$ cat config.mk
export PLATFORM = sky130hd
export DESIGN_NAME = top_rows_store
export DESIGN_NICKNAME = d
export VERILOG_FILES = /design/src/tetris_pkg.sv /design/src/top_rows_store.sv
export SDC_FILE = /design/constraint.sdc
export NUM_CORES = 1
export LEC_CHECK = 0
export BUFFER_PORTS_ARGS = -buffer_cell sky130_fd_sc_hd__buf_2
export CAP_MARGIN = 30
export CORE_UTILIZATION = 42
export DETAILED_ROUTE_END_ITERATION = 10
export GPL_ROUTABILITY_DRIVEN = 0
export PLACE_DENSITY_LB_ADDON = 0.25
export SYNTH_ARGS = -nofsm -noshare
export SYNTH_HDL_FRONTEND = slang
export SYNTH_SLANG_ARGS = --single-unit
$ cat constraint.sdc
create_clock -name clk -period 1.4 [get_ports clk]
set_clock_uncertainty 0.15 [all_clocks]
set_input_delay 0.42 -clock clk [delete_from_list [all_inputs] [get_ports clk]]
set_output_delay 0.42 -clock clk [all_outputs]
set_load 0.01 [all_outputs]
$ cat src/tetris_pkg.sv
package tetris_pkg;

  //////////////////////////////////////////////////
  // Board geometry
  //////////////////////////////////////////////////

  // Default board size, the top level may override
  localparam int COLS_DEF = 10;
  localparam int ROWS_DEF = 22;

  //////////////////////////////////////////////////
  // Cell and row types
  //////////////////////////////////////////////////

  // Zero is an empty cell
  typedef logic [2:0] color_t;

  // One board row, cell 0 is the leftmost column
  typedef color_t [COLS_DEF-1:0] row_t;

  // Three cells in row 1, extra cell in row 0 except BAR
  typedef enum logic [1:0] {
    TEE, // extra over middle
    ELL, // extra over left
    JAY, // extra over right
    BAR  // flat, no extra
  } piece_t;

  //////////////////////////////////////////////////
  // Pipeline words
  //////////////////////////////////////////////////

  // Spawn request from the game
  typedef struct packed {
    piece_t piece;
    color_t color;
  } spawn_req_t;

  // Scan stage to placer stage
  typedef struct packed {
    spawn_req_t req;
    logic       found;
    logic [3:0] col_index;
  } scan_t;

  // Result back to the game
  typedef struct packed {
    logic       ok;
    logic [4:0] row_ref;
    logic [3:0] col_ref;
  } spawn_res_t;

endpackage

$ cat src/top_rows_store.sv
`timescale 1ns/1ps

module top_rows_store #(
  parameter int COLS = tetris_pkg::COLS_DEF
) (
  input  logic             clk,
  input  logic             reset,
  input  logic             place_en,
  input  tetris_pkg::row_t place_row0,
  input  tetris_pkg::row_t place_row1,
  input  logic             load_en,
  input  logic             load_sel,
  input  tetris_pkg::row_t load_row,
  output tetris_pkg::row_t row0,
  output tetris_pkg::row_t row1
);

  tetris_pkg::row_t load_masked;

  // Cells past the board edge always stay empty
  always_comb begin
    load_masked = load_row;
    for (int j = COLS; j < tetris_pkg::COLS_DEF; j++) begin
      load_masked[j] = '0;
    end
  end

  //////////////////////////////////////////////////
  // Row registers
  //////////////////////////////////////////////////

  always_ff @(posedge clk) begin
    if (reset) begin
      // Empty board
      row0 <= '0;
      row1 <= '0;
    end else if (place_en) begin
      // Placement wins over a load in the same cycle
      row0 <= place_row0;
      row1 <= place_row1;
    end else if (load_en) begin
      if (load_sel) begin
        row1 <= load_masked;
      end else begin
        row0 <= load_masked;
      end
    end
  end

endmodule

* Yosys cells after proc, flatten, opt, wreduce, memory -nomap -nowiden
Cells that the tools add are included.
** Storage, ports and cells
- Input bits :: 95
- Output and inout bits :: 60
- Logic and storage cells :: 31
- Register bits :: 60
** Cells by class
- Equality and inequality tests :: 1
- Reduce and logical (&&, ||, !) cells :: 4
- Muxes and demuxes :: 6
** Operator list (number)
- two-way mux 30 bit :: 6
- AND reduction 2 bit :: 2
- nonzero test 2 bit :: 2
- inequality test 2 bit (second input constant) :: 1

* Longest topological paths before layout
- Depth in word-level cells :: 3
- Depth in mapped cells :: 5
- Mapped depth without buffers :: 3

* Worst setup path before layout
No wires, ideal clock.
- Kind :: input port to flip-flop
- From :: input port place_en
- To :: register row0[12] (netlist name)
- Arrival :: 1.163 ns
- Data required time :: 1.093 ns
- Path slack :: -0.071 ns
- Buffers on the path :: 2
- Cell stages on the path :: 3
- Setup time :: 0.157 ns
- Path through :: buf_2 clkbuf_1 a2111oi_2
** Between the ends
- Word-level cells in the longest chain between the ends :: 2
- Elaborated cells between the ends (all ways) :: 4
- Classes of those cells :: eq/ne: 1; mux: 1; reduce/logical: 2
** RTL lines
- start, declared :: RTL line top_rows_store.sv:8 : input logic place_en,
- inequality test 2 bit (no source line) or nonzero test 2 bit (tied branches)
- AND reduction 2 bit (no source line)
- end signal, assigned :: RTL line top_rows_store.sv:39 : row0 <= place_row0;
- end signal, assigned :: RTL line top_rows_store.sv:45 : row0 <= load_masked;
- end, declared :: RTL line top_rows_store.sv:14 : output tetris_pkg::row_t row0,
Parallel ways exist; a longest one is shown, timed or not.
A chain may end at the register's enable or synchronous reset.

* Final worst setup path
- From :: register row0[0] (netlist name)
- To :: output port row0[0] (netlist name)
No word-level cell between the ends.

==> impl_metrics.ini <==
[setup_path]
worst_setup_path_end_kind = output pin
r2r_setup_slack_ns = 0.34
cp_top_family = flip-flops
cp.buffers_inverters = 1
path_class = flip-flop to output pin
crit_chain = buf_6
reg2reg_from = row0[26]
start_kind = flip-flop
cp_slowest_stage_delay_ns = 0.35
worstRegToRegCells = 3
r2r-end = row0[26]
cp.required_ns = 0.83
cp.arrival_ns = 0.80
cp_max_fo = 2
critPathSlowestCell = dfxtp_2

[power_and_ir_drop]
swShare = 0.271
cell_internal_pwr_mw = 3.57
p_leak_nw = 2.09
combPwrFrac = 0.225
pwr-share-clk = 0.374
power.total_mw = 4.90
ir_drop_mv = 0.502
power_frac_seq = 0.401
p_per_area_nw_per_um2 = 1040
p_switching_mw = 1.32

[detailed_routing]
wirelength_microns = 9460
drtIter0Drc = 83
drc = 0
via_per_inst = 5.27
vias = 3176
antenna_left = 0
drt-pass1-iter-count = 4
wire_per_inst_microns = 15.7

[logic_synthesis]
yosys.area_share.xor_xnor = 0
synth.area.mux_share = 0
synthAdderAreaFrac = 0
synth_top_cell_area_share = 0.382
synthCells = 342
synthesis.nets = 437
syn_area_per_cell_sq_um = 9.20
synth_compound_area_frac = 0.286
synthSimpleGateAreaFrac = 0.198
synth_area_leaders = dfxtp_1 (38%), a2111oi_2 (29%), nor3_1 (19%), inv_1 (7.2%), buf_2 (3.0%)
synth_seq_cells = 60
syn-cell-area_sq_um = 3150
synth.distinct_cells = 13
synth_top_cell_by_area = dfxtp_1
yosysWarnings = 0
synth-seq-area-share = 0.382
synth_top_family_by_area = compound AO/OA/AOI/OAI gates

[timing]
setup_ws_ns = 0.0290
maxSlewViolCount = 0
max_freq_mhz = 729
setup_viol = 0
post-route-min-period_ns = 1.37
slew_headroom = 0.779
final-hold-violation-count = 0
fin_crit_sh = 0.979
tightest_slew_ns = 0.328
rsz0062_at_grt = yes

[grt]
antenna_found_initial = 0
grt_pass1_wl_microns = 14200
grtUsageTotal = 0.240
grt_pass1_vias = 3013
grt_overflow = 0
grt_max_degree = 44

[die]
fp-row-count = 31
fp.dieArea_sq_um = 7850
initial_core_util = 0.434
core_sq_um = 7250
die_h_microns = 88.6
io_pins = 155
die_w_microns = 88.6

[clock_tree]
root_buffer = clkbuf_8
clk_pin_slew_ns = 0.07
cts_tree = yes
worstSkewPairLatency_ns = 0.34
cts_sinks = 60
htreeDepth = 3
ctsHoldBuffers = 0
clock_path_buffers = 2
cts_made_buffers = 9

[place]
portBuffers = 154
dp_cells = 585
dpl-instance-area_sq_um = 4180
hpwl_microns = 6830
place_ws_ns = -0.219

[final_layout]
layout_common_cells = buf_2 (122), nor3_1 (117), inv_1 (60), a2111oi_2 (60), dfxtp_2 (58)
layout_commonest_cell = buf_2
antenna_cells = 0
areaGrowthSynthToFinish_pct = 49.0
layout.nets = 594
final_cells = 603
final_area_sq_um = 4690
drive_gt1_frac = 0.637
fill_cells = 637

[hold_path]
hold_path.class = input port to flip-flop
worst_hold_path.num_cells = 3
min_from = place_row1[12]
min_to = row1[12]

[run_status]
run_status = finished clean

[run]
cap_violations = 0
[state kept, by name, summed over array words and instances, names as in the netlist]
name and flops:
row0 30, row1 30
[Yosys cell counts]
cell and n:
nand2b_1 1, a2111oi_2 60, buf_1 2, buf_4 6
nand2_1 1, and2_1 1, dfxtp_1 60, inv_1 60
and2b_1 1, buf_2 19, clkbuf_1 10, nor3_1 120
buf_6 1
[metrics by stage]
stage / TNS (ns) / hold WS (ns) / utilization
after CTS: 0 / 0.164 / 0.610
after floorplan: -0.618 / 0.427 / -
after detailed placement: -10.03 / 0.466 / 0.576
after global placement: -8.07 / 0.459 / 0.576
after global routing: -0.0200 / 0.161 / 0.647
final: 0 / 0.172 / 0.647
[final cells by class]
| class | instances | area (sq um) | share of cell area |
|---|---|---|---|
| clock buffers | 12 | 165 | 0.0352 |
| clock inverters | 4 | 70.1 | 0.0149 |
| multi-input cells | 184 | 1540 | 0.328 |
| well taps | 99 | 124 | 0.0264 |
| repair buffers | 184 | 1290 | 0.276 |
| inverters | 60 | 225 | 0.0480 |
| flip-flops and latches | 60 | 1270 | 0.272 |
[repair_timing]
| action | CTS | global route |
|---|---|---|
| resized for setup | 10 | 78 |
| endpoints found under the setup margin | 10 | 58 |
| buffers inserted | 0 | 2 |
| endpoints found under the hold margin | 0 | 0 |
[worst reg2reg max path, stage by stage, from the launching register on]
cell and delay (ns):
dfxtp_2 0.34, buf_4 0.10, nor3_1 0.04, a2111oi_2 0.32
[power by group through the flow]
stage          Sequential, mW  Combinational (mW)  Clock, mW
6_report                 1.97                1.10       1.83
5_1_grt                  1.98                1.19       1.96
4_1_cts                  1.92                1.02       1.85
3_5_place_dp             1.96                1.02          0
3_3_place_gp             1.95               0.994          0
2_1_floorplan            2.02               0.519          0
[worst max-delay path by stage]
stage,from,endpoint,depth (start not counted)
finish,row0[0],row0[0],1
CTS,row0[7],row0[7],1
detailed placement,load_en,row1[0],5
global placement,load_sel,row0[6],6
floorplan,place_en,row0[24],5
global route,row1[27],row1[27],1
[routing by layer]
| layer | up-vias | track usage | routed length (microns) |
|---|---|---|---|
| li1 | 1562 | - | - |
| met1 | 1486 | 0.272 | 3800 |
| met2 | 119 | 0.424 | 4900 |
| met3 | 9 | 0.0802 | 649 |
| met4 | 0 | 0.0762 | 111 |
| met5 | - | 0 | 0 |
[cell families (layout without fill, tap and decap cells)]
logic type	Yosys count	in the layout
flops	60	60
buf+inv	98	260
simple gates	124	124
compound gates	60	60
(Power assumes the default switching activity.)
