**src/tetris_pkg.sv**
```systemverilog
package tetris_pkg;

  //////////////////////////////////////////////////
  // Board geometry
  //////////////////////////////////////////////////

  // Default board size, the top level may override
  localparam int COLS_DEF = 10;
  localparam int ROWS_DEF = 22;

  //////////////////////////////////////////////////
  // Cell and row types
  //////////////////////////////////////////////////

  // Zero is an empty cell
  typedef logic [2:0] color_t;

  // One board row, cell 0 is the leftmost column
  typedef color_t [COLS_DEF-1:0] row_t;

  // Three cells in row 1, extra cell in row 0 except BAR
  typedef enum logic [1:0] {
    TEE, // extra over middle
    ELL, // extra over left
    JAY, // extra over right
    BAR  // flat, no extra
  } piece_t;

  //////////////////////////////////////////////////
  // Pipeline words
  //////////////////////////////////////////////////

  // Spawn request from the game
  typedef struct packed {
    piece_t piece;
    color_t color;
  } spawn_req_t;

  // Scan stage to placer stage
  typedef struct packed {
    spawn_req_t req;
    logic       found;
    logic [3:0] col_index;
  } scan_t;

  // Result back to the game
  typedef struct packed {
    logic       ok;
    logic [4:0] row_ref;
    logic [3:0] col_ref;
  } spawn_res_t;

endpackage

```
**src/result_port.sv**
```systemverilog
`timescale 1ns/1ps

module result_port #(
  parameter int RES_DEPTH = 4
) (
  input  logic                   clk,
  input  logic                   reset,
  input  logic                   intake_valid,
  input  logic                   place_valid,
  input  tetris_pkg::spawn_res_t place_res,
  input  logic                   ack_out,
  output logic                   buf_space,
  output logic                   req_out,
  output tetris_pkg::spawn_res_t spawn_res,
  output logic                   game_over
);

  localparam int PTR_W = (RES_DEPTH > 1) ? $clog2(RES_DEPTH) : 1;
  localparam int CNT_W = $clog2(RES_DEPTH + 1);

  tetris_pkg::spawn_res_t mem [RES_DEPTH];

  logic [PTR_W-1:0] wr_ptr;
  logic [PTR_W-1:0] rd_ptr;
  logic [CNT_W-1:0] count;
  logic [CNT_W-1:0] credit;
  logic             push;
  logic             pop;

  // Every placer result is accepted, credits keep room for it
  assign push = place_valid;
  // Result done once the consumer acks
  assign pop  = req_out && ack_out;

  //////////////////////////////////////////////////
  // Credits
  //////////////////////////////////////////////////

  // In flight plus buffered, counted from capture to handshake
  always_ff @(posedge clk) begin
    if (reset) begin
      credit <= '0;
    end else if (intake_valid && !pop) begin
      credit <= credit + 1'b1;
    end else if (!intake_valid && pop) begin
      credit <= credit - 1'b1;
    end
  end

  assign buf_space = (credit < CNT_W'(RES_DEPTH));

  //////////////////////////////////////////////////
  // FIFO
  //////////////////////////////////////////////////

  always_ff @(posedge clk) begin
    if (push) begin
      mem[wr_ptr] <= place_res;
    end
  end

  always_ff @(posedge clk) begin
    if (reset) begin
      wr_ptr <= '0;
      rd_ptr <= '0;
      count  <= '0;
    end else begin
      if (push) begin
        wr_ptr <= (wr_ptr == PTR_W'(RES_DEPTH - 1)) ? '0 : wr_ptr + 1'b1;
      end
      if (pop) begin
        rd_ptr <= (rd_ptr == PTR_W'(RES_DEPTH - 1)) ? '0 : rd_ptr + 1'b1;
      end
      if (push && !pop) begin
        count <= count + 1'b1;
      end else if (!push && pop) begin
        count <= count - 1'b1;
      end
    end
  end

  //////////////////////////////////////////////////
  // Four-phase sender
  //////////////////////////////////////////////////

  // Raise once ack is back low and an entry is there or arriving
  // Arriving entry is at the head when the buffer was empty
  always_ff @(posedge clk) begin
    if (reset) begin
      req_out <= 1'b0;
    end else if (req_out) begin
      if (ack_out) begin
        req_out <= 1'b0;
      end
    end else if (!ack_out && (count != '0 || push)) begin
      req_out <= 1'b1;
    end
  end

  // Head entry, held while req_out is up
  assign spawn_res = mem[rd_ptr];

  // Sticky until reset
  always_ff @(posedge clk) begin
    if (reset) begin
      game_over <= 1'b0;
    end else if (push && !place_res.ok) begin
      game_over <= 1'b1;
    end
  end

endmodule

```
**config.mk**
```make
export PLATFORM = sky130hd
export DESIGN_NAME = result_port
export DESIGN_NICKNAME = d
export VERILOG_FILES = /design/src/tetris_pkg.sv /design/src/result_port.sv
export SDC_FILE = /design/constraint.sdc
export NUM_CORES = 1
export LEC_CHECK = 0
export BUFFER_PORTS_ARGS = -buffer_cell sky130_fd_sc_hd__buf_2
export CORE_MARGIN = 5
export CORE_UTILIZATION = 55
export DETAILED_ROUTE_END_ITERATION = 8
export GPL_TIMING_DRIVEN = 0
export PLACE_DENSITY = 0.83
export REMOVE_ABC_BUFFERS = 1
export SETUP_SLACK_MARGIN = 0.2
export SYNTH_ARGS = -nofsm -noshare
export SYNTH_HDL_FRONTEND = slang
export SYNTH_SLANG_ARGS = --single-unit
```
**constraint.sdc**
```tcl
create_clock -name clk -period 3.57 [get_ports clk]
set_input_delay 0.1785 -clock clk [delete_from_list [all_inputs] [get_ports clk]]
set_output_delay 0.1785 -clock clk [all_outputs]
set_load 0.05 [all_outputs]
```
======== Word level (Yosys, flattened, before mapping) ========
Memories as Yosys holds them, arrays and structs flattened. A register that Yosys moved wholly into a read port is not among the register bits.
Index checks and enable logic that the tools add are counted.
storage, ports and cells
  register bits after elaboration ......... 12
  RAM bits ................................ 40
  bits of input ports ..................... 15
  output and inout bits ................... 13
  word-level logic and storage cells ...... 45
  memories kept ........................... 1
operators by class
  add/subtract/negate cells ............... 6
  order comparisons ....................... 1
  equal/unequal tests ..................... 2
  multiplexer cells ....................... 13
  reduce and logical (&&, ||, !) cells .... 16
memories
  name  depth  bits a word  rd ports  clocked after memory_dff  write ports  line               source
  mem   4      10           1         1                         1            result_port.sv:21  tetris_pkg::spawn_res_t mem [RES_DEPTH];
operators with widths
  kind                 count
  $mux 3               4
  $mux 2               4
  $logic_and 1x1->1    7
  $add 3x1->3 const B  2
  $sub 3x1->3 const B  2
  $logic_not 1->1      5
  $mux 1               5
  $add 2x1->2 const B  2
  $eq 2x2->1 const B   2
  $reduce_bool 2->1    2
  $lt 3x3->1 const B   1
  $reduce_bool 3->1    1
  $logic_or 1x1->1     1

======== Depth between registers and ports, before layout ========
Gate-level depths: netlist (run 1).
  depth after elaboration ................. 5
  depth in mapped cells ................... 7

======== Least setup slack after synthesis (run 1) ========
No wires, ideal clock.
  kind .................................... reg-to-reg
  from .................................... register req_out
  to ...................................... register credit[2]
  data arrival time ....................... 1.854 ns
  data required time ...................... 3.499 ns
  slack ................................... 1.645 ns
  stages on the path, launching flop included .. 8
  buffers on the path ..................... 0
  period minus slack after synthesis ...... 1.925 ns
  cells stage by stage .................... dfxtp_1 > nand2_1 > ha_1 > inv_1 > fa_1 > xor2_1 > or3_1 > a21oi_1
on the way
  longest elaborated chain between the ends .. 4
  elaborated cells on any way between the ends .. 6
  those cells by class .................... mux (1); reduce/logical (5)
RTL lines
  element                                             line               source
  from (decl)                                         result_port.sv:13  output logic req_out,
  from (signal assigned)                              result_port.sv:90  req_out <= 1'b0;
  from (signal assigned)                              result_port.sv:93  req_out <= 1'b0;
  from (signal assigned)                              result_port.sv:96  req_out <= 1'b1;
  $logic_and 1x1->1 *                                 result_port.sv:33  assign pop = req_out && ack_out;
  $logic_not 1->1                                     result_port.sv:43  end else if (intake_valid && !pop) begin
  $logic_and 1x1->1                                   result_port.sv:43
  $mux 3 / $reduce_bool 2->1 (equally long branches)  -
  to (signal assigned)                                result_port.sv:44  credit <= credit + 1'b1;
  to (signal assigned)                                result_port.sv:46  credit <= credit - 1'b1;
  to (decl)                                           result_port.sv:26  logic [CNT_W-1:0] credit;
Mark *: on every way between the ends. The rest lies on a longest branch, timed or not.
A chain may end at the register's enable or synchronous reset.

==> results of run 1 <==
-- cell usage in the layout, fill, tap and decap left out, drive strengths merged, types with 2 or more instances in the layout --
cell type and instances:
mux4 10, nand2 2, mux2i 5, clkinv 2, clkbuf 5, nor2 11
and2 4, inv 6, ha 7, edfxtp 40, buf 27, fa 2
xor2 4, a21oi 4, or3 2, o21ai 2, dfxtp 14
-- stage by stage --
step | cells | setup slack, ps | power [mW]
after CTS | 199 | 1455 | 1.251
after global placement | 191 | 1796 | 0.9157
after floorplan | 116 | 1646 | 0.8756
final | 199 | 1512 | 1.239
after global routing | 199 | 1338 | 1.303
after detailed placement | 191 | 1688 | 0.9296
-- cells in the mapped netlist (all sizes together) --
master	n
a211oi	1
or3	2
buf	2
edfxtp	40
fa	2
mux2i	5
nor3	1
a21oi	4
ha	7
o21ai	2
inv	6
nand2	2
dfxtp	14
clkbuf	2
nand3	1
nor2	11
and2	4
mux4	10
xor2	4
-- power breakdown --
group          leakage [nW]  switching, mW  total (mW)  internal, mW
Sequential            0.483         0.0239       0.736         0.712
Clock                0.0441          0.187       0.325         0.138
Combinational         0.349          0.115       0.178        0.0622
-- flip-flops by register name, indices dropped and copies added, names as in the netlist, named ones only --
register   flops
credit         3
wr_ptr         2
rd_ptr         2
game_over      1
count          3
req_out        1
mem           40
-- layout make-up --
| cell class | count | area (um^2) |
|---|---|---|
| Tap cell | 48 | 60.06 |
| Fill cell | 268 | 1328 |
| Inverter | 6 | 22.52 |
| Sequential cell | 54 | 1481 |
| Clock buffer | 5 | 68.82 |
| Multi-Input combinational cell | 56 | 571.8 |
| Clock inverter | 3 | 21.27 |
| Timing Repair Buffer | 27 | 135.1 |
-- worst min-delay path by stage --
| stage | slack [ps] | endpoint | cells past startpoint |
|---|---|---|---|
| after floorplan | 250 | count[2]$_SDFFE_PP0P_ | 1 |
| after global placement | 380 | req_out$_SDFF_PP0_ | 2 |
| after detailed placement | 390 | req_out$_SDFF_PP0_ | 2 |
| after CTS | 60 | req_out$_SDFF_PP0_ | 2 |
| after global routing | 50 | req_out$_SDFF_PP0_ | 2 |
| final | 70 | req_out$_SDFF_PP0_ | 2 |
-- metal layers --
layer / global-route usage / part of all wire / up-vias
met3: 0.05470 / 0.047 / 4
li1: - / - / 506
met5: 0 / 0 / -
met1: 0.1615 / 0.38 / 520
met2: 0.2653 / 0.56 / 23
met4: 0.04384 / 0.012 / 0
-- cells by family (layout without fill, tap and decap cells) --
| family | count (synthesis) | after routing | share of synthesized area |
|---|---|---|---|
| XOR/XNOR | 4 | 4 | 0.01667 |
| AND/OR/NAND/NOR | 21 | 21 | 0.04585 |
| adder cells (fa/ha/maj) | 9 | 9 | 0.06075 |
| AO/OA/AOI/OAI | 7 | 7 | 0.01787 |
| flip-flops | 54 | 54 | 0.7052 |
| multiplexers | 15 | 15 | 0.1310 |
| buffers and inverters | 10 | 41 | 0.02263 |
-- worst max-delay path, stage by stage (launching register included) --
cell and delay (ps):
dfxtp_1 760, mux4_2 590, buf_2 230
==> reports/qor.csv, run 1 <==
metric,value,unit
dpl_cell_area,0.002271,mm^2
gp_congestion,0.6985,
wirelength,3280,um
grt_use_total,0.1474,
cts-resized-gates,0,
drive_above_1_share,0.2980,
yosysWarnings,0,
syn_inst,120,
diodes,0,
fp.dieArea,0.005155,mm^2
cts_root_buf,clkbuf_8,
num_vias,1053,
syn_avg_cell_area,17.51,um^2
start_kind,flip-flop,
finalCritPeriodShare,0.5765,
rows,22,
maxCapViolations,0,
ys_types,21,
rsz0062_at_grt,false,
rrSetupSlack,1660,ps
max_slew_margin,0.5567,
powerDensity,524.6,mW/mm^2
worstMarginPinSlew,664.1,ps
gr-total-overflow,0,
drtPass1Iterations,4,
worstPathRequired,3390,ps
finalHoldViolCount,0,
worst-setup-path-type,reg2out,
worstSetupEndpoint,spawn_res[9],
start_util,0.5695,
final.setup.tns,0,ps
via_per_inst,5.291,
regToRegEndpoint,count[2]$_SDFFE_PP0P_,
cts.hold.buffers_added,0,
post-route-util,0.6401,
syn-cell-area,0.002101,mm^2
insertion_delay,300,ps
grt_max_degree,18,
p_leak,0.8761,nW
hold_path.class,in2reg,
critPathMaxFanout,10,
wl_per_cell,16.48,um
yosysTopAreaCell,edfxtp_1,
first_iter_violations,68,
fin_crit,2058,ps
holdCritStartpoint,ack_out,
synth_top_area_share,0.5718,
final_max_slew_viol_count,0,
synth-seq-cells,54,
clockBufferDepth,2,
worstRegToRegCells,7,
antenna_left,0,
end_kind,output port,
fmax,0.4858,GHz
critical_path_arrival,1880,ps
dpl.hpwl,2377,um
cts-htree-levels,2,
numClockSinks,54,
numPortBuffers,27,
numCtsBuffers,5,
antenna_found_initial,0,
status,"finished, final reports clean",
grt_first_pass_wirelength,5589,um
ir_worst_vdd,0.0003599,V
setup_viol,0,
clkTransAtPathRegs,90,ps
ios,28,
yosysSeqAreaShare,0.7052,
areaGrowthSynthToFinish,12.39,%
cts_tree,done,
die_h,71.80,um
post_cts_buffers,0,
final_area,0.002361,mm^2
clock_skew,4.925,ps
nNetsFinal,174,
ys_top_cells_by_area,"edfxtp_1 (57%), dfxtp_1 (13%), mux4_2 (11%)",
core_area,0.003689,mm^2
r2r-start,req_out$_SDFF_PP0_,
dieWidth,71.80,um
holdWs,70.26,ps
drt_drc_violations_left,0,
grt_pass1_vias,1208,
No activity file was read; power rests on OpenSTA's default activity.
==> inputs of run 2 (changes only) <==
clock period = 1.95 ns   (was 3.57 ns; I/O delays follow)
==> run 2 against run 1 <==
  * Utilization is 3.0 points higher
  * Clock skew hardly changed
  * Highest routed layer unchanged
  * Die area stayed put
  * Register-to-register slack worse by 1400 ps
  * Clock-buffer cell count stayed put
==> reports/qor.csv, run 2 (same netlist as run 1, synthesis figures left out) <==
metric,value,unit,change
status,"finished, final reports clean",,
largest_register_ffs,40,,unchanged
grt_use_total,0.1486,,+0.001157
maxCapViolations,0,,unchanged
holdPathStages,1,,-1
first_iter_violations,67,,-1.5%
p_leak,0.9157,nW,+4.5%
timing.critical_path.cells,"nand2_4, ha_4, inv_1, fa_2, xor2_1, or3_1, a21oi_2",,
fin_crit,1706,ps,
cpPeakStageDelay,370,ps,-390 ps
die_h,71.80,um,unchanged
drt_drc_violations_left,0,,unchanged
regMostFlops,mem,,
drive_above_1_share,0.3481,,+0.05009
ir_worst_vdd,0.0006578,V,+83%
end_kind,flip-flop,,
nNetsFinal,181,,+4.0%
numCtsBuffers,5,,unchanged
rrSetupSlack,240,ps,-1420 ps
wirelength,3337,um,+1.7%
regToRegEndpoint,count[2]$_SDFFE_PP0P_,,
critPathSlowestCell,dfxtp_4,,
worstMarginPinSlew,539.1,ps,-125.0 ps
antenna_found_initial,0,,unchanged
finalCritPeriodShare,0.8749,,
fp.dieArea,0.005155,mm^2,unchanged
diodes,0,,unchanged
holdPathEnd,mem[3][3]$_DFFE_PP_,,
ios,28,,unchanged
layout.cells.most_common,edfxtp_1,,
multi_input_area,610.6,um^2,+6.8%
r2r-start,req_out$_SDFF_PP0_,,
critical_path_arrival,1950,ps,+70 ps
path_delay_family,adder cells,,
holdWs,9.708,ps,-60.56 ps
finalHoldViolCount,0,,unchanged
grt_first_pass_wirelength,5623,um,+0.61%
insertion_delay,300,ps,about the same
gr-total-overflow,0,,unchanged
critPathMaxFanout,4,,-6
setup_viol,0,,unchanged
num_vias,1081,,+2.7%
final_max_slew_viol_count,0,,unchanged
final_cell_mix,"edfxtp_1 (40), buf_2 (27), dfxtp_1 (12)",,
gp_congestion,0.6985,,unchanged
via_per_inst,5.248,,-0.83%
rsz0062_at_grt,true,,
numPortBuffers,27,,unchanged
dpl.hpwl,2377,um,unchanged
powerDensity,928.2,mW/mm^2,+77%
critPathBufInv,1,,unchanged
post-route-util,0.6696,,+0.02951
antenna_left,0,,unchanged
dieWidth,71.80,um,unchanged
cts_tree,done,,
clkTransAtPathRegs,90,ps,about the same
wl_per_cell,16.20,um,-1.7%
worstRegToRegCells,7,,unchanged
numClockSinks,54,,unchanged
fmax,0.5861,GHz,
holdCritStartpoint,place_res[3],,
start_util,0.5695,,unchanged
reg_top3,"mem: 40 flops, count: 3 flops, credit: 3 flops",,
areaGrowthSynthToFinish,17.57,%,
max_slew_margin,0.6406,,+0.08394
nFillCells,255,,-4.9%
start_kind,flip-flop,,
cts_root_buf,clkbuf_8,,
final.setup.tns,0,ps,unchanged
core_area,0.003689,mm^2,unchanged
drtPass1Iterations,4,,unchanged
clockBufferDepth,2,,unchanged
worst-setup-path-type,reg2reg,,
seqCellArea,0.001489,mm^2,+0.51%
grt_max_degree,18,,unchanged
cts-htree-levels,2,,unchanged
rows,22,,unchanged
grt_pass1_vias,1209,,+0.083%
clock_skew,4.444,ps,-0.4809 ps
hold_path.class,in2reg,,
worstPathRequired,2190,ps,-1200 ps
[run 2: what timing repair did]
action / in CTS / in global routing
cloned: 0 / 0
endpoints found under the setup margin: 12 / 2
hold buffers: 0 / 4
setup buffers: 1 / 2
hold endpoints to repair: 0 / 12
resized for setup: 9 / 3
pin swaps: 2 / 3
[run 2: area by class of cell]
type	count	area share
sequential	54	0.6028
tap	48	0.02432
timing repair buffer	34	0.08004
inverter	6	0.009119
clock buffer	5	0.02786
clock inverter	3	0.008612
multi-input combinational	56	0.2472
[run 2: worst register-to-register path: cells and delay by family (launching register included)]
family          cells  cell delay, ps
simple gates        2             450
xor+xnor            1             160
buf+inv             1              50
flops               1             370
fa+ha+maj           2             470
compound gates      1             130
[run 2: report_power, final]
group / internal (mW) / leakage (nW) / switching (mW)
Combinational: 0.132 / 0.388 / 0.217
Clock: 0.252 / 0.0441 / 0.343
Sequential: 1.30 / 0.484 / 0.0447
Total: 1.69 / 0.916 / 0.605
[run 2: worst max-delay path by stage]
| stage | start | to | slack (ps) | cells past startpoint |
|---|---|---|---|---|
| 3_3_place_gp | req_out$_SDFF_PP0_ | count[2]$_SDFFE_PP0P_ | 200 | 7 |
| 2_1_floorplan | req_out$_SDFF_PP0_ | credit[2]$_SDFFE_PP0P_ | 30 | 7 |
| 6_report | req_out$_SDFF_PP0_ | count[2]$_SDFFE_PP0P_ | 240 | 7 |
| 5_1_grt | req_out$_SDFF_PP0_ | credit[2]$_SDFFE_PP0P_ | 180 | 7 |
| 4_1_cts | req_out$_SDFF_PP0_ | credit[2]$_SDFFE_PP0P_ | 190 | 7 |
| 3_5_place_dp | req_out$_SDFF_PP0_ | count[2]$_SDFFE_PP0P_ | 70 | 7 |
[run 2: metal layers]
layer	vias to the layer above	global-route usage	part of all wire	wire length (um)
met4	0	0.04593	0.012	40
met3	4	0.05610	0.046	155
met5	-	0	0	0
met1	529	0.1632	0.39	1301
li1	523	-	-	-
met2	25	0.2653	0.55	1840
[run 2: metrics by stage]
| step | worst slack [ps] | total power [mW] | area, um^2 | std cells |
|---|---|---|---|---|
| floorplan | 26.17 | 1.603 | 2076 | 116 |
| finish | 243.9 | 2.292 | 2470 | 206 |
| CTS | 190.7 | 2.299 | 2399 | 200 |
| global placement | 203.8 | 1.677 | 2271 | 191 |
| global route | 181.7 | 2.409 | 2470 | 206 |
| detailed placement | 68.07 | 1.702 | 2271 | 191 |
