--- src/tetris_pkg.sv ---
package tetris_pkg;

  //////////////////////////////////////////////////
  // Board geometry
  //////////////////////////////////////////////////

  // Default board size, the top level may override
  localparam int COLS_DEF = 10;
  localparam int ROWS_DEF = 22;

  //////////////////////////////////////////////////
  // Cell and row types
  //////////////////////////////////////////////////

  // Zero is an empty cell
  typedef logic [2:0] color_t;

  // One board row, cell 0 is the leftmost column
  typedef color_t [COLS_DEF-1:0] row_t;

  // Three cells in row 1, extra cell in row 0 except BAR
  typedef enum logic [1:0] {
    TEE, // extra over middle
    ELL, // extra over left
    JAY, // extra over right
    BAR  // flat, no extra
  } piece_t;

  //////////////////////////////////////////////////
  // Pipeline words
  //////////////////////////////////////////////////

  // Spawn request from the game
  typedef struct packed {
    piece_t piece;
    color_t color;
  } spawn_req_t;

  // Scan stage to placer stage
  typedef struct packed {
    spawn_req_t req;
    logic       found;
    logic [3:0] col_index;
  } scan_t;

  // Result back to the game
  typedef struct packed {
    logic       ok;
    logic [4:0] row_ref;
    logic [3:0] col_ref;
  } spawn_res_t;

endpackage

--- src/spawn_intake.sv ---
`timescale 1ns/1ps

module spawn_intake (
  input  logic                   clk,
  input  logic                   reset,
  input  logic                   req_in,
  input  tetris_pkg::spawn_req_t spawn_req,
  input  logic                   buf_space,
  output logic                   ack_in,
  output logic                   intake_valid,
  output tetris_pkg::spawn_req_t intake_req
);

  // Four-phase receiver states
  typedef enum logic {
    S_IDLE, // ack low, waiting for req
    S_ACK   // ack high, waiting for req to drop
  } state_t;

  state_t state;
  logic   capture;

  // Take a request only when idle and a result slot is free
  // Idle state implies ack_in is low
  assign capture = (state == S_IDLE) && req_in && buf_space;

  //////////////////////////////////////////////////
  // Handshake FSM
  //////////////////////////////////////////////////

  always_ff @(posedge clk) begin
    if (reset) begin
      state        <= S_IDLE;
      intake_valid <= 1'b0;
    end else begin
      // One pulse per captured request
      intake_valid <= capture;
      case (state)
        S_IDLE: begin
          if (capture) begin
            state <= S_ACK;
          end
        end
        S_ACK: begin
          // Requester released, return to idle
          if (!req_in) begin
            state <= S_IDLE;
          end
        end
        default: begin
          state <= S_IDLE;
        end
      endcase
    end
  end

  // Request word, loaded only on capture
  always_ff @(posedge clk) begin
    if (capture) begin
      intake_req <= spawn_req;
    end
  end

  // Ack follows the state register
  assign ack_in = (state == S_ACK);

endmodule

--- config.mk ---
export PLATFORM = sky130hd
export DESIGN_NAME = spawn_intake
export DESIGN_NICKNAME = d
export VERILOG_FILES = /design/src/tetris_pkg.sv /design/src/spawn_intake.sv
export SDC_FILE = /design/constraint.sdc
export NUM_CORES = 1
export LEC_CHECK = 0
export ABC_AREA = 1
export BUFFER_PORTS_ARGS = -buffer_cell sky130_fd_sc_hd__buf_2
export CORE_AREA = 4 4 41 43
export DETAILED_ROUTE_END_ITERATION = 8
export DIE_AREA = 0 0 45 47
export SYNTH_ARGS = -nofsm -noshare
export SYNTH_HDL_FRONTEND = slang
export SYNTH_SLANG_ARGS = --single-unit
--- constraint.sdc ---
create_clock -name clk -period 1.4 [get_ports clk]
set_clock_uncertainty 0.2 [all_clocks]
set_input_delay 0 -clock clk [delete_from_list [all_inputs] [get_ports clk]]
set_output_delay 0 -clock clk [all_outputs]
set_load 0.02 [all_outputs]
After elaboration in Yosys (flattened, before gate mapping)
Index checks and enable logic that the tools add are counted.
W data, S select, Z words.
{"block": "classes", "reduce_logical": 2, "n_addsub": 0, "order_cmp": 0, "n_mul": 0, "bitwise_logic": 1, "div_mod_pow": 0, "mux": 3, "eq_ne": 0, "shifts": 0}
{"operator": "$logic_and A1 B1 Y1", "count": 2}
{"operator": "$mux W1", "count": 2}
{"operator": "$pmux W1 S2", "count": 1}
{"operator": "$not A1 Y1", "count": 1}
{"block": "totals", "mem_count": 0, "out_inout_bits": 7, "romBits": 0, "ff_bits": 7, "mem_bits_rw": 0, "latch_bits": 0, "wordCells": 10}

Longest topological paths before layout
Gate-level depths: netlist of the first run.
{"block": "depth", "depth_word": 5, "ltp_mapped": 3}

Worst setup path after synthesis of the first run
Ideal clock, no wire load.
{"block": "synth_path", "path_kind": "register to register", "start": "register state (netlist: ack_in)", "end": "register intake_req[0] in the netlist's numbering, enable pin", "t_arrival_ns": 0.673, "required_time_ns": 0.861, "setup_time_ns": 0.339, "setup_slack_ns": 0.187, "path_stages_with_launch": 2, "cell_sequence": "dfxtp_1 -> nor2_1"}
{"block": "synth_via", "elab_chain_len": 3}
{"element": "from (decl)", "line": "spawn_intake.sv:20", "rtl": "state_t state;"}
{"element": "from (signal assigned)", "line": "spawn_intake.sv:33", "rtl": "state <= S_IDLE;"}
{"element": "from (signal assigned)", "line": "spawn_intake.sv:41", "rtl": "state <= S_ACK;"}
{"element": "from (signal assigned)", "line": "spawn_intake.sv:47", "rtl": "state <= S_IDLE;"}
{"element": "$not A1 Y1"}
{"element": "$logic_and A1 B1 Y1 (2 in a row)", "line": "spawn_intake.sv:25", "rtl": "assign capture = (state == S_IDLE) && req_in && buf_space;"}
{"element": "via capture", "line": "spawn_intake.sv:21", "rtl": "logic capture;"}
{"element": "to (signal assigned)", "line": "spawn_intake.sv:60", "rtl": "intake_req <= spawn_req;"}
{"element": "to (decl)", "line": "spawn_intake.sv:11", "rtl": "output tetris_pkg::spawn_req_t intake_req"}
The timed path passes the listed nets, and every way through them passes these cells.
A chain may end at the register's enable or synchronous reset.

Final worst setup path of the first run
{"block": "layout_path", "start": "input req_in", "end": "register intake_req[4] in the netlist's numbering, enable pin"}
{"block": "layout_via", "elab_chain_len": 2}
{"element": "from (decl)", "line": "spawn_intake.sv:6", "rtl": "input logic req_in,"}
{"element": "$logic_and A1 B1 Y1 (2 in a row)", "line": "spawn_intake.sv:25"}
{"element": "via capture", "line": "spawn_intake.sv:21"}
The timed path passes the listed nets, and every way through them passes these cells.

==> run summary, run 1 <==
Run status = finished clean
PnR worst setup slack = 0.0777 ns
Fin. max-slew vios = 0
Post-CTS Setup Bufs = 0
1st-iter DRT viols = 0
Residual DRC = 0
CP max-delay cell = dlygate4sd3_1
WP depth = 4
Top-Level Pins = 16
Cell leakage power = 0.194 nW
CTS buffer count = 3
DIE AREA = 2120 µm²
GR Overflow Total = 0
Std cell rows = 13
# diodes = 0
Cells after Synth = 14
Fraction of layout cells with a size suffix above 1 = 48.8%
Initial cell density of the core = 17.1%
Tightest Pin Transition = 0.408 ns
Area leader, netlist = edfxtp_1
Count of different cell masters after synthesis = 6
CP peak stage delay = 0.52 ns
CP startpoint kind = input pin
Drt pass-1 iters = 1
Port Buffers = 15
Syn-to-layout area delta = 91.0%
YS warnings = 0
Sequential share of the synthesized area = 85.4%
Avg Inst Size Synth = 15.9 µm²
Worst-Skew Late Latency = 0.24 ns
Post-route cell area = 425 µm²
Critical path capture point type = flop
DR vias = 201
Tmin final = 1.32 ns
Clock Path Buffers = 2
MaxCap Viol Count = 0
Synth async-reset ratio = 0%
Flop-to-flop setup slack = 0.17 ns
Total negative slack = 0 ns
CTS tree = done
Buffers & Inverters on Critical Path = 2
Final Util = 32.7%
Root Driver = clkbuf_4
Max FO, Critical Path = 5
P per Cell Area = 1090 nW/µm²
CTS clk-pin slew, worst paths = 0.05 ns
Cell Area, Synth = 223 µm²
Detailed placement HPWL = 388 µm
Total core area = 1300 µm²
Wire length per cell = 9.30 µm
Final net count = 51
Setup-failing EPs final = 0
Gp weighted congestion = 0.676
Final hold slack = 0.262 ns
Post-route clock period utilization = 94.4%
Final Instance Count excl. Fillers = 56
Worst endpoint data arrival time = 1.02 ns
RSZ-0062 raised after global routing = false
Placed cell count = 44
Worst R2R Start = ack_in$_SDFF_PP0_
EDFF count, synth = 5
First-pass GRT wire length = 828 µm
Max Freq = 756 MHz
CTS sink cnt = 7
Pwr Total = 466 µW
Flops & latches, synth = 7
Pre-CTS WS = 0.181 ns
CP Cell Sequence = dlygate4sd3_1 -> buf_2 -> nand2_2 -> nor2_1
Via-per-instance ratio = 3.59
Hold EP = intake_req[3]$_DFFE_PP_
Area fraction of the dominant cell type after synthesis = 67.4%
Maximum vdd drop = 0.363 mV
Die height = 47 µm
WL final = 521 µm
Fill count = 148
Worst-case reg-to-reg path depth = 1
# H-tree levels = 1
Reg2Reg Capture Point = intake_req[4]$_DFFE_PP_
Post-route ant nets = 0
Placed inst area = 317 µm²
Via count of the first global-routing pass = 204
Crit Path Category = in -> reg
Ranking of synthesized cells by area = edfxtp_1 67%, dfxtp_1 18%, nor2_1 5.1%
Final hold vios = 0
Maximum number of pins on one net before global-route repair = 6
CP top delay family = buffers and inverters
Total GRT Usage = 6.53%
Most instantiated cells after synthesis = 5 x edfxtp_1, 3 x nor2_1, 2 x dfxtp_1, 2 x nand2_1
Headroom to the max-slew limit = 72.7%
Initial antenna violation count = 0
Die Span X = 45 µm
Hold depth = 2
Worst endpoint required time = 1.10 ns
Main synth FF type = edfxtp_1
Syn nets = 23
Min-delay src = spawn_req[3]
Most common cell in the netlist = edfxtp_1
HP Class = in -> reg
==> cells by family (layout without fill, tap and decap cells) <==
kind of cell,count (synthesis),after routing,share of synthesized area (%)
buffers and inverters,1,28,1.68
flip-flops,7,7,85.4
AND/OR/NAND/NOR,6,6,12.9
==> layout make-up <==
type                    count  area (µm²)  share of cell area (%)
inverters                   1        3.75                   0.882
flip-flops and latches      7         190                    44.7
multi-input cells           6        31.3                    7.35
repair buffers             23         155                    36.5
well taps                  15        18.8                    4.41
clock buffers               4        26.3                    6.18
==> worst max path at each step <==
| stage | start | endpoint |
|---|---|---|
| after floorplan | ack_in$_SDFF_PP0_ | intake_req[0]$_DFFE_PP_ |
| after global placement | ack_in$_SDFF_PP0_ | intake_req[2]$_DFFE_PP_ |
| after detailed placement | ack_in$_SDFF_PP0_ | intake_req[4]$_DFFE_PP_ |
| after CTS | buf_space | intake_valid$_SDFF_PP0_ |
| after global routing | req_in | intake_req[4]$_DFFE_PP_ |
| final | req_in | intake_req[4]$_DFFE_PP_ |
==> cells in the final DEF, fill, tap and decap left out, drive strengths merged <==
cell type	count
nand2	2
buf	15
inv	1
nor3	1
clkbuf	4
dlygate4sd3	8
nor2	3
dfxtp	2
edfxtp	5
==> where the power goes <==
| part | leakage [nW] | total (mW) | switching (mW) | internal (mW) |
|---|---|---|---|---|
| Combinational | 0.116 | 0.0566 | 0.0263 | 0.0303 |
| Sequential | 0.0631 | 0.236 | 0.00307 | 0.232 |
| Clock | 0.0150 | 0.173 | 0.0653 | 0.108 |
==> layer usage <==
| layer | routed length, µm | share of wire, % | GRT usage, % |
|---|---|---|---|
| met1 | 258 | 50 | 7.69 |
| met2 | 191 | 37 | 7.06 |
| met3 | 63 | 12 | 3.45 |
| met4 | 8 | 1.5 | 8.77 |
| met5 | 0 | 0 | 0 |
==> state kept, by name, indices dropped and copies added (netlist names) <==
name / count
ack_in: 1
intake_req: 5
intake_valid: 1
==> repair_timing <==
action | in CTS | in global routing
hold endpoints to repair | 7 | 2
gates resized for setup | 0 | 1
setup endpoints to repair | 0 | 2
hold buffers | 9 | 1
Power figures use the tool's default switching activity.
==> run 2, diff against run 1 <==
--- a/config.mk
+++ b/config.mk
@@ -5,7 +5,7 @@
 export SDC_FILE = /design/constraint.sdc
 export NUM_CORES = 1
 export LEC_CHECK = 0
-export ABC_AREA = 1
+export ABC_AREA = 0
 export BUFFER_PORTS_ARGS = -buffer_cell sky130_fd_sc_hd__buf_2
 export CORE_AREA = 4 4 41 43
 export DETAILED_ROUTE_END_ITERATION = 8
==> run summary, run 2 <==
Critical Path End = intake_valid$_SDFF_PP0_
First-pass GRT wire length = 793 µm
Cell leakage power = 0.207 nW
Via-per-instance ratio = 3.64
Multi-input combinational cell area = 36.3 µm²
Area leader, netlist = edfxtp_1
Tightest Pin Transition = 0.381 ns
Most frequent cells in the layout = 15 x buf_2, 9 x dlygate4sd3_1, 5 x edfxtp_1
Worst endpoint required time = 1.34 ns
YS warnings = 0
HP Class = in -> reg
1st-iter DRT viols = 2
PnR worst setup slack = 0.0231 ns
FF/Latch Area = 191 µm²
CP top delay family = buffers and inverters
CP max-delay cell = dlygate4sd3_1
CTS buffer count = 3
Part of the power in registers = 49.4%
Run status = finished clean
Fraction of layout cells with a size suffix above 1 = 53.7%
CTS clk-pin slew, worst paths = 0.05 ns
Setup crit start = buf_space
Total negative slack = 0 ns
Max reg flops = 5
Avg Inst Size Synth = 18.2 µm²
Tmin final = 1.38 ns
Area fraction of the dominant cell type after synthesis = 68.6%
Max Freq = 726 MHz
Main synth FF type = edfxtp_1
Final hold vios = 0
Crit Path Category = in -> reg
Syn nets = 21
Worst R2R Start = ack_in$_SDFF_PP0_
Root Driver = clkbuf_4
Cells after Synth = 12
WP depth = 5
CTS tree = done
Placed inst area = 313 µm²
MaxCap Viol Count = 0
Port Buffers = 15
# diodes = 0
Initial antenna violation count = 0
Placed cell count = 42
Top-Level Pins = 16
Maximum number of pins on one net before global-route repair = 6
Pre-CTS WS = 0.194 ns
Post-route ant nets = 0
Fin. max-slew vios = 0
Headroom to the max-slew limit = 74.5%
Ranking of synthesized cells by area = edfxtp_1 69%, dfxtp_1 18%, nor3b_2 5.7%
DIE AREA = 2120 µm²
Maximum vdd drop = 0.278 mV
Flops & latches, synth = 7
Flop-to-flop setup slack = 0.11 ns
Drt pass-1 iters = 2
Residual DRC = 0
Count of different cell masters after synthesis = 6
Post-route clock period utilization = 98.3%
CP peak stage delay = 0.54 ns
Top cell by count, worst path = dlygate4sd3_1
Setup-failing EPs final = 0
Clk pwr share = 37.6%
Wire length per cell = 9.39 µm
EDFF count, synth = 5
Final Util = 34.6%
Sw power = 101 µW
Via count of the first global-routing pass = 183
Synth async-reset ratio = 0%
Worst-Skew Late Latency = 0.25 ns
Sequential share of the synthesized area = 86.9%
Buffers & Inverters on Critical Path = 3
Most common cell in the netlist = edfxtp_1
# H-tree levels = 1
Most instantiated cells after synthesis = 5 x edfxtp_1, 2 x dfxtp_1, 2 x nor2_1
Total GRT Usage = 6.06%
WL final = 526 µm
Final hold slack = 0.263 ns
Total core area = 1300 µm²
Clock Path Buffers = 2
P per Cell Area = 1060 nW/µm²
Worst endpoint data arrival time = 1.31 ns
Initial cell density of the core = 16.8%
Final net count = 51
Largest Register = intake_req
Reg2Reg Capture Point = intake_valid$_SDFF_PP0_
CP startpoint kind = input pin
DR vias = 204
Gp weighted congestion = 0.658
Commonest non-fill, non-tap cell in the layout = buf_2
Combinational share of power = 12.9%
Fill count = 153
Pwr Total = 476 µW
Std cell rows = 13
Post-route cell area = 450 µm²
CTS sink cnt = 7
Switching share of power = 21.1%
CP Cell Sequence = dlygate4sd3_1 -> buf_2 -> nand2_2 -> nor3_2 -> dlygate4sd3_1
Cell Area, Synth = 219 µm²
Syn-to-layout area delta = 106%
Int Power = 376 µW
Critical path capture point type = flop
Die Span X = 45 µm
GR Overflow Total = 0
Max FO, Critical Path = 2
Worst-case reg-to-reg path depth = 2
Final Instance Count excl. Fillers = 56
Die height = 47 µm
-- run 2: cell count changes after synthesis --
cell / previous run / this run
inv_1: 1 / 0
nand2_1: 2 / 1
nor2_1: 3 / 2
nor3_1: 0 / 1
nor3_2: 1 / 0
nor3b_2: 0 / 1
-- run 2: worst min-delay path by stage --
stage	startpoint	endpoint	depth (start not counted)
2_1_floorplan	reset	ack_in$_SDFF_PP0_	1
3_3_place_gp	spawn_req[2]	intake_req[2]$_DFFE_PP_	1
3_5_place_dp	spawn_req[2]	intake_req[2]$_DFFE_PP_	1
4_1_cts	buf_space	intake_req[3]$_DFFE_PP_	3
5_1_grt	spawn_req[4]	intake_req[4]$_DFFE_PP_	2
6_report	spawn_req[0]	intake_req[0]$_DFFE_PP_	2
-- run 2: cell type report --
type / instances / area share, %
timing repair buffer: 25 / 39.4
tap: 15 / 4.17
multi-input combinational: 5 / 8.06
sequential: 7 / 42.5
clock buffer: 4 / 5.83
-- run 2: layer usage --
| layer | up-vias | global-route usage [%] | share of wire, % |
|---|---|---|---|
| met4 | 0 | 7.02 | 2.7 |
| met1 | 85 | 7.71 | 46 |
| li1 | 100 | - | - |
| met2 | 17 | 5.93 | 32 |
| met5 | - | 0 | 0 |
| met3 | 2 | 3.83 | 19 |
-- run 2: power groups by stage --
| stage | registers, mW | clock network (mW) | logic [mW] |
|---|---|---|---|
| finish | 0.235 | 0.179 | 0.0616 |
| floorplan | 0.250 | 0 | 0.00653 |
| CTS | 0.235 | 0.186 | 0.0574 |
| global route | 0.237 | 0.199 | 0.0668 |
| detailed placement | 0.239 | 0 | 0.0391 |
| global placement | 0.239 | 0 | 0.0392 |
-- run 2: cell families (layout without fill, tap and decap cells) --
group | Yosys count | after routing | synth area share (%)
and+or+nand+nor | 5 | 5 | 13.1
buffers and inverters | 0 | 29 | 0
DFF | 7 | 7 | 86.9
-- run 2: what timing repair did --
action	in CTS	in global routing
hold buffers	9	2
setup buffers	0	0
resized for setup	0	4
endpoints found under the hold margin	7	1
endpoints found under the setup margin	0	2
==> run 3, diff against run 2 <==
--- a/config.mk
+++ b/config.mk
@@ -10,6 +10,7 @@
 export CORE_AREA = 4 4 41 43
 export DETAILED_ROUTE_END_ITERATION = 8
 export DIE_AREA = 0 0 45 47
+export PLACE_DENSITY = 0.49
 export SYNTH_ARGS = -nofsm -noshare
 export SYNTH_HDL_FRONTEND = slang
 export SYNTH_SLANG_ARGS = --single-unit
==> run summary, run 3 (synthesis gave the netlist of run 2 again) <==
CP Cell Sequence = dlygate4sd3_1 -> buf_2 -> nand2_1 -> nor2_1
Fin. max-slew vios = 0
1st-iter DRT viols = 3
DIE AREA = 2120 µm²
Max reg flops = 5
Syn-to-layout area delta = 99.4%
Total GRT Usage = 7.18%
Final Util = 33.6%
Maximum vdd drop = 0.467 mV
Worst endpoint data arrival time = 1.01 ns
Fraction of layout cells with a size suffix above 1 = 50.0%
HP Class = in -> reg
Maximum number of pins on one net before global-route repair = 6
WL final = 564 µm
First-pass GRT wire length = 966 µm
CP top delay family = buffers and inverters
CTS tree = done
Commonest non-fill, non-tap cell in the layout = buf_2
Final net count = 50
Min-delay src = spawn_req[3]
# H-tree levels = 1
GR Overflow Total = 0
Max FO, Critical Path = 5
CP peak stage delay = 0.52 ns
Residual DRC = 0
Flop-to-flop setup slack = 0.18 ns
Post-route clock period utilization = 93.3%
Detailed placement HPWL = 398 µm
Die Span X = 45 µm
Via-per-instance ratio = 3.67
CTS clk-pin slew, worst paths = 0.05 ns
Cell leakage power = 0.195 nW
Wire length per cell = 10.3 µm
Worst R2R Start = ack_in$_SDFF_PP0_
Critical path capture point type = flop
Most frequent cells in the layout = 15 x buf_2, 8 x dlygate4sd3_1, 5 x edfxtp_1
Headroom to the max-slew limit = 73.9%
Top-Level Pins = 16
Gp weighted congestion = 0.597
Tmin final = 1.31 ns
# diodes = 0
Std cell rows = 13
Via count of the first global-routing pass = 244
Setup crit start = buf_space
Setup-failing EPs final = 0
Port Buffers = 15
Total negative slack = 0 ns
Tightest Pin Transition = 0.389 ns
Post-route ant nets = 0
P per Cell Area = 1080 nW/µm²
PnR worst setup slack = 0.0938 ns
CTS buffer count = 3
Initial antenna violation count = 0
Total core area = 1300 µm²
Placed inst area = 313 µm²
CTS sink cnt = 7
Clock Path Buffers = 2
Root Driver = clkbuf_4
Largest Register = intake_req
CP startpoint kind = input pin
Max Freq = 766 MHz
Initial cell density of the core = 16.8%
Drt pass-1 iters = 2
DR vias = 202
Post-route cell area = 437 µm²
Worst endpoint required time = 1.10 ns
Die height = 47 µm
Final hold vios = 0
Pwr Total = 471 µW
CP max-delay cell = dlygate4sd3_1
RSZ-0062 raised after global routing = false
Buffers & Inverters on Critical Path = 2
MaxCap Viol Count = 0
Crit Path Category = in -> reg
Pre-CTS WS = 0.194 ns
Worst-Skew Late Latency = 0.24 ns
Run status = finished clean
run 3: cell count changes in the layout (fill, tap and decap cells not counted):
cell | previous run | this run
dfxtp_1 | 1 | 2
dlygate4sd3_1 | 9 | 8
dfxtp_2 | 1 | 0
nand2_1 | 0 | 1
nand2_2 | 1 | 0
run 3: final cells by class:
class | count | area, µm²
Fill cell | 148 | 865
Sequential cell | 7 | 190
Timing Repair Buffer | 24 | 168
Multi-Input combinational cell | 5 | 33.8
Clock buffer | 4 | 26.3
Tap cell | 15 | 18.8
run 3: metal layers:
metal	track usage (%)	part of all wire (%)
met5	0	0
met4	7.02	0
met3	6.13	14
met1	5.15	31
met2	11.3	55
run 3: path summary, 6_finish.rpt:
kind                                           endpoint  cells after the start
worst max-delay path            intake_req[0]$_DFFE_PP_                      4
worst min-delay path            intake_req[3]$_DFFE_PP_                      2
worst max register to register  intake_req[0]$_DFFE_PP_                      1
worst min register to register  intake_valid$_SDFF_PP0_                      1
run 3: power breakdown:
part / internal, mW / total (mW) / switching, mW
Combinational: 0.0329 / 0.0596 / 0.0267
Sequential: 0.232 / 0.235 / 0.00292
Clock: 0.108 / 0.176 / 0.0677
run 3: what timing repair did:
item	CTS	global route
hold buffers	9	0
hold endpoints to repair	7	0
setup endpoints to repair	0	1
resized for setup	0	2
buffers inserted	0	0
run 3: through the flow:
stage	instances	hold WS, ns
2_1_floorplan	12	-0.130
3_3_place_gp	42	-0.0218
3_5_place_dp	42	-0.0194
4_1_cts	55	0.257
5_1_grt	55	0.256
6_report	55	0.266
